`src/rtl/ex_macros.svh`:
```
`ifndef EX_MACROS_SVH
`define EX_MACROS_SVH

// data word width
`define EX_DATA_W 32

// program counter width
`define EX_ADDR_W 32

// register file index
`define EX_REG_ADDR_W 5

// shift amount, also the low bits of a variable shift operand
`define EX_SHAMT_W 5

// one select bit per byte lane
`define EX_MEM_SEL_W 4

// multiply signedness selector
`define EX_MUL_SIGNED   1'b1
`define EX_MUL_UNSIGNED 1'b0

`endif
```
`src/rtl/ex_pkg.sv`:
```
`include "ex_macros.svh"

package ex_pkg;

  // width types
  typedef logic [`EX_DATA_W-1:0]     data_t;
  typedef logic [`EX_ADDR_W-1:0]     addr_t;
  typedef logic [`EX_REG_ADDR_W-1:0] reg_addr_t;
  typedef logic [`EX_SHAMT_W-1:0]    shamt_t;
  typedef logic [`EX_MEM_SEL_W-1:0]  mem_sel_t;
  typedef logic [2*`EX_DATA_W-1:0]   dword_t;

  // operations as produced by decode
  typedef enum logic [4:0] {
    ALU_NOP   = 5'd0,
    ALU_OR    = 5'd1,
    ALU_AND   = 5'd2,
    ALU_XOR   = 5'd3,
    ALU_JALR  = 5'd4,
    ALU_SLT   = 5'd5,
    ALU_SLTU  = 5'd6,
    ALU_ADD   = 5'd7,
    ALU_ADDU  = 5'd8,
    ALU_ADDI  = 5'd9,
    ALU_SUB   = 5'd10,
    ALU_SUBU  = 5'd11,
    ALU_MULT  = 5'd12,
    ALU_MULTU = 5'd13,
    ALU_MFHI  = 5'd14,
    ALU_MFLO  = 5'd15,
    ALU_SLL   = 5'd16,
    ALU_SLLV  = 5'd17,
    ALU_SRLV  = 5'd18,
    ALU_SRAV  = 5'd19
  } alu_op_t;

  // load/store controls, carried to MEM as is
  typedef struct packed {
    logic     read;
    logic     write;
    logic     sign;
    mem_sel_t sel;
    data_t    write_data;
  } mem_ctrl_t;

  // decoded instruction entering EX
  typedef struct packed {
    logic      valid;
    alu_op_t   op;
    shamt_t    shamt;
    reg_addr_t rs_addr;
    reg_addr_t rt_addr;
    data_t     operand_1;
    data_t     operand_2;
    mem_ctrl_t mem;
    logic      reg_write_en;
    reg_addr_t reg_write_addr;
    addr_t     pc;
  } id_ex_t;

  // EX/MEM pipeline register contents
  typedef struct packed {
    logic      valid;
    data_t     result;
    mem_ctrl_t mem;
    logic      reg_write_en;
    reg_addr_t reg_write_addr;
    addr_t     pc;
  } ex_mem_t;

endpackage

```
`src/rtl/ex_top.sv`:
```
`timescale 1ns/1ps

module ex_top (
  input  logic            clk,
  input  logic            rst,
  input  ex_pkg::id_ex_t  id_ex,
  output ex_pkg::ex_mem_t ex_mem,
  output logic            ex_load_flag
);

  ex_pkg::id_ex_t id_ex_fwd;

  // operands corrected from the instruction one ahead
  bypass_unit bypass_unit_inst (
    .id_ex     (id_ex),
    .ex_mem    (ex_mem),
    .id_ex_fwd (id_ex_fwd)
  );

  ex_stage ex_stage_inst (
    .clk    (clk),
    .rst    (rst),
    .id_ex  (id_ex_fwd),
    .ex_mem (ex_mem)
  );

  // load in EX, decode stalls on this
  assign ex_load_flag = id_ex.valid && id_ex.mem.read;

endmodule

```
`src/rtl/ex_stage.sv`:
```
`timescale 1ns/1ps

module ex_stage (
  input  logic            clk,
  input  logic            rst,
  input  ex_pkg::id_ex_t  id_ex,
  output ex_pkg::ex_mem_t ex_mem
);

  ex_pkg::data_t   alu_result;
  ex_pkg::data_t   hilo_read;
  ex_pkg::data_t   result;
  logic            overflow;
  ex_pkg::ex_mem_t ex_mem_next;

  alu alu_inst (
    .op        (id_ex.op),
    .shamt     (id_ex.shamt),
    .operand_1 (id_ex.operand_1),
    .operand_2 (id_ex.operand_2),
    .result    (alu_result),
    .overflow  (overflow)
  );

  mul_unit mul_unit_inst (
    .clk       (clk),
    .rst       (rst),
    .valid     (id_ex.valid),
    .op        (id_ex.op),
    .operand_1 (id_ex.operand_1),
    .operand_2 (id_ex.operand_2),
    .hilo_read (hilo_read)
  );

  // result mux
  always_comb begin
    case (id_ex.op)
      ex_pkg::ALU_MFHI,
      ex_pkg::ALU_MFLO,
      ex_pkg::ALU_MULT,
      ex_pkg::ALU_MULTU: result = hilo_read;
      default:           result = alu_result;
    endcase
  end

  always_comb begin
    ex_mem_next.valid          = id_ex.valid;
    ex_mem_next.result         = result;
    ex_mem_next.mem            = id_ex.mem;
    // no write for a bubble, a store, or a trapping add/sub
    ex_mem_next.reg_write_en   = id_ex.valid && id_ex.reg_write_en &&
                                 !id_ex.mem.write && !overflow;
    ex_mem_next.reg_write_addr = id_ex.reg_write_addr;
    ex_mem_next.pc             = id_ex.pc;
  end

  // EX/MEM register
  always_ff @(posedge clk) begin
    if (rst) begin
      ex_mem <= '0;
    end else begin
      ex_mem <= ex_mem_next;
    end
  end

endmodule

```
`src/rtl/mul_unit.sv`:
```
`timescale 1ns/1ps

`include "ex_macros.svh"

module mul_unit (
  input  logic            clk,
  input  logic            rst,
  input  logic            valid,
  input  ex_pkg::alu_op_t op,
  input  ex_pkg::data_t   operand_1,
  input  ex_pkg::data_t   operand_2,
  output ex_pkg::data_t   hilo_read
);

  localparam int MSB = `EX_DATA_W - 1;

  logic           is_mul;
  logic           mul_signed;
  logic           neg_product;
  ex_pkg::data_t  mag_1;
  ex_pkg::data_t  mag_2;
  ex_pkg::dword_t product_mag;
  ex_pkg::dword_t product;
  ex_pkg::data_t  hi;
  ex_pkg::data_t  lo;

  assign is_mul     = (op == ex_pkg::ALU_MULT) || (op == ex_pkg::ALU_MULTU);
  assign mul_signed = (op == ex_pkg::ALU_MULT) ? `EX_MUL_SIGNED : `EX_MUL_UNSIGNED;

  // unsigned magnitudes, sign fixed up after the multiply
  assign mag_1 = (mul_signed && operand_1[MSB]) ? (~operand_1 + 1'b1) : operand_1;
  assign mag_2 = (mul_signed && operand_2[MSB]) ? (~operand_2 + 1'b1) : operand_2;

  assign product_mag = ex_pkg::dword_t'(mag_1) * ex_pkg::dword_t'(mag_2);

  assign neg_product = mul_signed && (operand_1[MSB] ^ operand_2[MSB]);
  assign product     = neg_product ? (~product_mag + 1'b1) : product_mag;

  always_ff @(posedge clk) begin
    if (rst) begin
      hi <= '0;
      lo <= '0;
    end else if (valid && is_mul) begin
      hi <= product[2*`EX_DATA_W-1:`EX_DATA_W];
      lo <= product[`EX_DATA_W-1:0];
    end
  end

  // a multiply itself also returns its low word here
  always_comb begin
    case (op)
      ex_pkg::ALU_MFHI:  hilo_read = hi;
      ex_pkg::ALU_MFLO:  hilo_read = lo;
      ex_pkg::ALU_MULT,
      ex_pkg::ALU_MULTU: hilo_read = product[`EX_DATA_W-1:0];
      default:           hilo_read = '0;
    endcase
  end

endmodule

```
`src/rtl/alu.sv`:
```
`timescale 1ns/1ps

`include "ex_macros.svh"

module alu (
  input  ex_pkg::alu_op_t op,
  input  ex_pkg::shamt_t  shamt,
  input  ex_pkg::data_t   operand_1,
  input  ex_pkg::data_t   operand_2,
  output ex_pkg::data_t   result,
  output logic            overflow
);

  localparam int MSB = `EX_DATA_W - 1;

  logic           is_sub;
  logic           is_signed_arith;
  logic           eff_sign_2;
  logic           lt_signed;
  logic           lt_unsigned;
  ex_pkg::data_t  operand_2_mux;
  ex_pkg::data_t  sum;
  ex_pkg::shamt_t shift_var;

  // subtract and the signed compare share the adder
  assign is_sub = (op == ex_pkg::ALU_SUB) || (op == ex_pkg::ALU_SUBU) ||
                  (op == ex_pkg::ALU_SLT);

  assign operand_2_mux = is_sub ? (~operand_2 + 1'b1) : operand_2;
  assign sum           = operand_1 + operand_2_mux;

  // sign of the second operand as the adder sees it
  // taken from operand_2 so that negating the most negative value still works
  assign eff_sign_2 = is_sub ? ~operand_2[MSB] : operand_2[MSB];

  assign is_signed_arith = (op == ex_pkg::ALU_ADD) || (op == ex_pkg::ALU_ADDI) ||
                           (op == ex_pkg::ALU_SUB);

  // same input signs, different output sign
  assign overflow = is_signed_arith && (operand_1[MSB] == eff_sign_2) &&
                    (sum[MSB] != operand_1[MSB]);

  // negative vs positive, or same signs and a negative difference
  assign lt_signed = (operand_1[MSB] && !operand_2[MSB]) ||
                     ((operand_1[MSB] == operand_2[MSB]) && sum[MSB]);
  assign lt_unsigned = operand_1 < operand_2;

  assign shift_var = operand_1[`EX_SHAMT_W-1:0];

  always_comb begin
    case (op)
      // link value is already in an operand
      ex_pkg::ALU_OR,
      ex_pkg::ALU_JALR: result = operand_1 | operand_2;
      ex_pkg::ALU_AND:  result = operand_1 & operand_2;
      ex_pkg::ALU_XOR:  result = operand_1 ^ operand_2;
      ex_pkg::ALU_SLT:  result = {{(`EX_DATA_W-1){1'b0}}, lt_signed};
      ex_pkg::ALU_SLTU: result = {{(`EX_DATA_W-1){1'b0}}, lt_unsigned};
      ex_pkg::ALU_ADD,
      ex_pkg::ALU_ADDU,
      ex_pkg::ALU_ADDI,
      ex_pkg::ALU_SUB,
      ex_pkg::ALU_SUBU: result = sum;
      ex_pkg::ALU_SLL:  result = operand_2 << shamt;
      ex_pkg::ALU_SLLV: result = operand_2 << shift_var;
      ex_pkg::ALU_SRLV: result = operand_2 >> shift_var;
      ex_pkg::ALU_SRAV: result = ex_pkg::data_t'($signed(operand_2) >>> shift_var);
      // multiply and HI/LO moves come from mul_unit
      default:          result = '0;
    endcase
  end

endmodule

```
`src/rtl/bypass_unit.sv`:
```
`timescale 1ns/1ps

module bypass_unit (
  input  ex_pkg::id_ex_t  id_ex,
  input  ex_pkg::ex_mem_t ex_mem,
  output ex_pkg::id_ex_t  id_ex_fwd
);

  logic fwd_ok;
  logic fwd_rs;
  logic fwd_rt;

  // previous instruction really writes a register other than r0
  assign fwd_ok = ex_mem.valid && ex_mem.reg_write_en &&
                  (ex_mem.reg_write_addr != '0);

  // immediates and link values come in with a zero source index
  assign fwd_rs = fwd_ok && (ex_mem.reg_write_addr == id_ex.rs_addr);
  assign fwd_rt = fwd_ok && (ex_mem.reg_write_addr == id_ex.rt_addr);

  always_comb begin
    id_ex_fwd = id_ex;
    if (fwd_rs) begin
      id_ex_fwd.operand_1 = ex_mem.result;
    end
    if (fwd_rt) begin
      id_ex_fwd.operand_2 = ex_mem.result;
    end
  end

endmodule

```
`config.mk`:
```
export PLATFORM = sky130hd
export DESIGN_NAME = ex_top
export DESIGN_NICKNAME = d
export VERILOG_FILES = /design/src/rtl/ex_pkg.sv /design/src/rtl/ex_top.sv /design/src/rtl/ex_stage.sv /design/src/rtl/mul_unit.sv /design/src/rtl/alu.sv /design/src/rtl/bypass_unit.sv
export VERILOG_INCLUDE_DIRS = /design/src /design/src/rtl
export SDC_FILE = /design/constraint.sdc
export NUM_CORES = 2
export LEC_CHECK = 0
export BUFFER_PORTS_ARGS = -buffer_cell sky130_fd_sc_hd__buf_2
export CAP_MARGIN = 20
export CORE_AREA = 4 4 318 477
export CTS_CLUSTER_SIZE = 14
export DETAILED_ROUTE_END_ITERATION = 16
export DIE_AREA = 0 0 322 481
export PLACE_DENSITY = 0.5
export SLEW_MARGIN = 5
export SYNTH_ARGS = -nofsm -noshare
export SYNTH_HDL_FRONTEND = slang
export SYNTH_SLANG_ARGS = --single-unit
```
`constraint.sdc`:
```
create_clock -name clk -period 28.8 [get_ports clk]
set_input_delay 5.76 -clock clk [delete_from_list [all_inputs] [get_ports clk]]
set_output_delay 5.76 -clock clk [all_outputs]
set_load 0.05 [all_outputs]
```
==> impl_metrics.sql <==
INSERT INTO impl_metrics (metric_group, metric, value, unit) VALUES
('cts', 'post-cts-setup-buffers', '0', ''),
('die', 'fp.dieArea', '155000', 'um^2'),
('route', 'drt_first_pass_iters', '8', ''),
('logic_synthesis', 'synth_edf_count', '0', ''),
('route', 'viasPerCell', '5.67', ''),
('route', 'antenna_left', '0', ''),
('outcome', 'run_status', 'completed', ''),
('logic_synthesis', 'seq_area_frac_synth', '6.77', '%'),
('logic_synthesis', 'synth_fa_ha_area_share', '44.4', '%'),
('grt', 'grt_max_degree', '96', ''),
('timing', 'hold_violations', '0', ''),
('route', 'dr.first_iter.drc_count', '3749', ''),
('timing', 'tightest_slew', '1.26', 'ns'),
('logic_synthesis', 'ys.warnings.count', '0', ''),
('die', 'placementRows', '173', ''),
('critical_path', 'crit_top_cell', 'sky130_fd_sc_hd__fa_1', ''),
('timing', 'finalCritPeriodShare', '67.7', '%'),
('die', 'coreArea', '148000', 'um^2'),
('logic_synthesis', 'synth.distinct_cells', '111', ''),
('route', 'drt_wl_total', '247000', 'um'),
('cts', 'htree_num_levels', '4', ''),
('timing', 'report.final.setup_viol', '0', ''),
('die', 'initial_utilization', '34.8', '%'),
('timing', 'min_period', '19.49', 'ns'),
('logic_synthesis', 'post_synth_main_area_contributors', 'sky130_fd_sc_hd__fa_1 (35%), sky130_fd_sc_hd__ha_1 (9.4%), sky130_fd_sc_hd__inv_1 (7.0%)', ''),
('critical_path', 'crit_path_start_kind', 'primary input', ''),
('placement', 'hpwlAfterDp', '199000', 'um'),
('die', 'fp.dieH', '481', 'um'),
('die', 'die_width', '322', 'um'),
('final_layout', 'area_growth_syn_to_layout', '10.8', '%'),
('logic_synthesis', 'synth_simple_gate_area_share', '18.0', '%'),
('logic_synthesis', 'synth_top_family_by_area', 'adder cells', ''),
('timing', 'finalClockSkew', '0.0167', 'ns'),
('final_layout', 'num-fill-cells', '15400', ''),
('logic_synthesis', 'synthesis.instances', '6320', ''),
('placement', 'io_buffer_count', '274', ''),
('timing', 'timing.max_slew.rel_slack', '16.2', '%'),
('critical_path', 'worstSetupEndpointType', 'flip-flop', ''),
('grt', 'grt_remaining_overflow', '0', ''),
('logic_synthesis', 'synth-async-reset-ratio', '0', '%'),
('critical_path', 'worstPathArrival', '19.90', 'ns'),
('die', 'ios', '275', ''),
('logic_synthesis', 'netlist.area_leader.share', '34.9', '%'),
('min_path', 'worstHoldPathType', 'reg -> reg', ''),
('grt', 'first_global_vias', '50900', ''),
('placement', 'globalplace.congestion', '1.02', ''),
('cts', 'cts-buffers-inserted', '17', ''),
('timing', 'fin_setup_tns', '0', 'ns'),
('route', 'routed-via-count', '47700', ''),
('grt', 'initial_antenna_violation_count', '9', ''),
('grt', 'grt_pass1_wl', '355000', 'um'),
('cts', 'clock_path_buffers', '2', ''),
('logic_synthesis', 'synth_nets', '7769', ''),
('logic_synthesis', 'cell_taking_the_most_area_after_synthesis', 'sky130_fd_sc_hd__fa_1', ''),
('timing', 'slew_viol_final', '0', ''),
('timing', 'highest_achievable_clock_rate', '51.3', 'MHz'),
('route', 'drc', '0', ''),
('critical_path', 'cp.required', '29.21', 'ns'),
('cts', 'postCtsHoldBufs', '0', ''),
('critical_path', 'worst-path-max-fanout', '42', ''),
('final_layout', 'num-nets-final', '7917', ''),
('cts', 'clockRootBuffer', 'sky130_fd_sc_hd__clkbuf_16', ''),
('route', 'routed_wire_length_per_instance', '29.4', 'um'),
('critical_path', 'timing.setup.critical_path_class', 'in -> reg', ''),
('cts', 'cts_tree', 'done', ''),
('critical_path', 'cp_peak_stage_delay', '0.74', 'ns'),
('critical_path', 'critPathSlowestCell', 'sky130_fd_sc_hd__nor4_1', ''),
('cts', 'cts_resizes', '0', ''),
('logic_synthesis', 'postSynthAreaPerCell', '8.14', 'um^2'),
('final_layout', 'final_layout_size_suffix_gt1_share', '10.6', '%'),
('run', 'drv_cap', '0', ''),
('timing', 'unrepaired_setup_endpoints_after_global_routing', 'no', ''),
('logic_synthesis', 'yosys_register_bits', '174', ''),
('logic_synthesis', 'xor_xnor_share_of_the_synthesized_area', '4.68', '%'),
('logic_synthesis', 'synth-compound-area-share', '12.1', '%'),
('cts', 'insertion_delay', '0.50', 'ns'),
('logic_synthesis', 'synthMuxAreaShare', '4.40', '%'),
('logic_synthesis', 'synth_flop_cell', 'sky130_fd_sc_hd__dfxtp_1', ''),
('cts', 'cts.reportedPaths.clkPinSlew', '0.09', 'ns'),
('logic_synthesis', 'syn-cell-area', '51400', 'um^2'),
('grt', 'grt_usage', '31.9', '%'),
('cts', 'number_of_sinks_handled_by_clock_tree_synthesis', '174', '');
## logic make-up (layout without fill, tap and decap cells)
group | after synthesis | count (layout)
adders and majority gates | 1285 | 1285
AOI/OAI and AO/OA | 940 | 940
and+or+nand+nor | 2125 | 2125
xor gates and xnor gates | 270 | 270
DFF | 174 | 174
muxes | 218 | 218
other | 0 | 4
buffers and inverters | 1308 | 1469
## Yosys cell counts (all sizes together) (94+ instances only)
cell and number:
mux2i 185, xnor2 213, clkbuf 283, nor2b 94
ha 388, dfxtp 174, inv 966, fa 897
nand2 807, o21ai 194, a21oi 253, nor2 856
## placed cells by master, fill, tap and decap left out, drive strengths merged, types with 29 or more instances in the layout
master	instances
inv	977
o22ai	29
nand2	807
nor2b	94
a211oi	80
a21oi	253
nor2	856
buf	467
o211ai	43
mux2	33
mux2i	185
xnor2	213
and2	41
ha	388
a31oi	47
dfxtp	174
nand3	52
a21o	53
nand4	51
a221oi	33
xor2	57
nor3	57
o21ai	194
nand2b	30
fa	897
## metal layers
| layer | up-vias | wire length [um] | share of wire (%) | GRT usage [%] |
|---|---|---|---|---|
| met5 | - | 45 | 0.018 | 0 |
| met1 | 24200 | 86400 | 35 | 34.2 |
| met2 | 2157 | 120000 | 49 | 55.9 |
| li1 | 20500 | - | - | - |
| met3 | 804 | 13400 | 5.4 | 4.04 |
| met4 | 6 | 26800 | 11 | 26.8 |
## sequential cells by signal, summed over array words and instances (netlist names)
name                            cells
ex_stage_inst.ex_mem              110
ex_stage_inst.mul_unit_inst.hi     32
ex_stage_inst.mul_unit_inst.lo     32
## final timing paths
kind                                         to                               from  cells past startpoint  slack [ns]
max          ex_stage_inst.mul_unit_inst.hi[24]                         id_ex[147]                     41        9.31
min           ex_stage_inst.mul_unit_inst.lo[4]  ex_stage_inst.mul_unit_inst.lo[4]                      2        0.47
max reg2reg  ex_stage_inst.mul_unit_inst.hi[24]           ex_stage_inst.ex_mem[36]                     40       13.85
min reg2reg   ex_stage_inst.mul_unit_inst.lo[4]  ex_stage_inst.mul_unit_inst.lo[4]                      2        0.47
## final cells by class
class | instances | area (um^2) | share of cell area, %
multi-input combinational | 4838 | 43900 | 77.1
inverter | 969 | 3640 | 6.38
clock inverter | 15 | 199 | 0.349
timing repair buffer | 468 | 2870 | 5.04
sequential | 174 | 3480 | 6.11
clock buffer | 17 | 425 | 0.747
antenna | 4 | 10.0 | 0.0176
tap | 1925 | 2410 | 4.23
## worst max-delay path: cells and delay by family
kind            cells  cell delay (ns)
compound gates      6             2.10
xor+xnor            3             0.57
fa+ha+maj           9             4.47
buf+inv             9             2.19
simple gates       13             4.37
mux                 1             0.33
## stage by stage
step                      cell area, um^2  cells  setup slack [ns]  hold slack (ns)  util (%)
after floorplan                     51400   6320             11.57            0.424         -
after CTS                           56900   8405              9.57            0.470      38.6
after global placement              56300   8370              8.44            0.447      38.1
after detailed placement            56300   8373              9.13            0.457      38.2
final                               57000   8410              9.31            0.469      38.6
after global routing                57000   8406              8.79            0.489      38.6
Power is not shown: default switching activity piles up to over one toggle a cycle in this logic, so the estimate is an artifact.
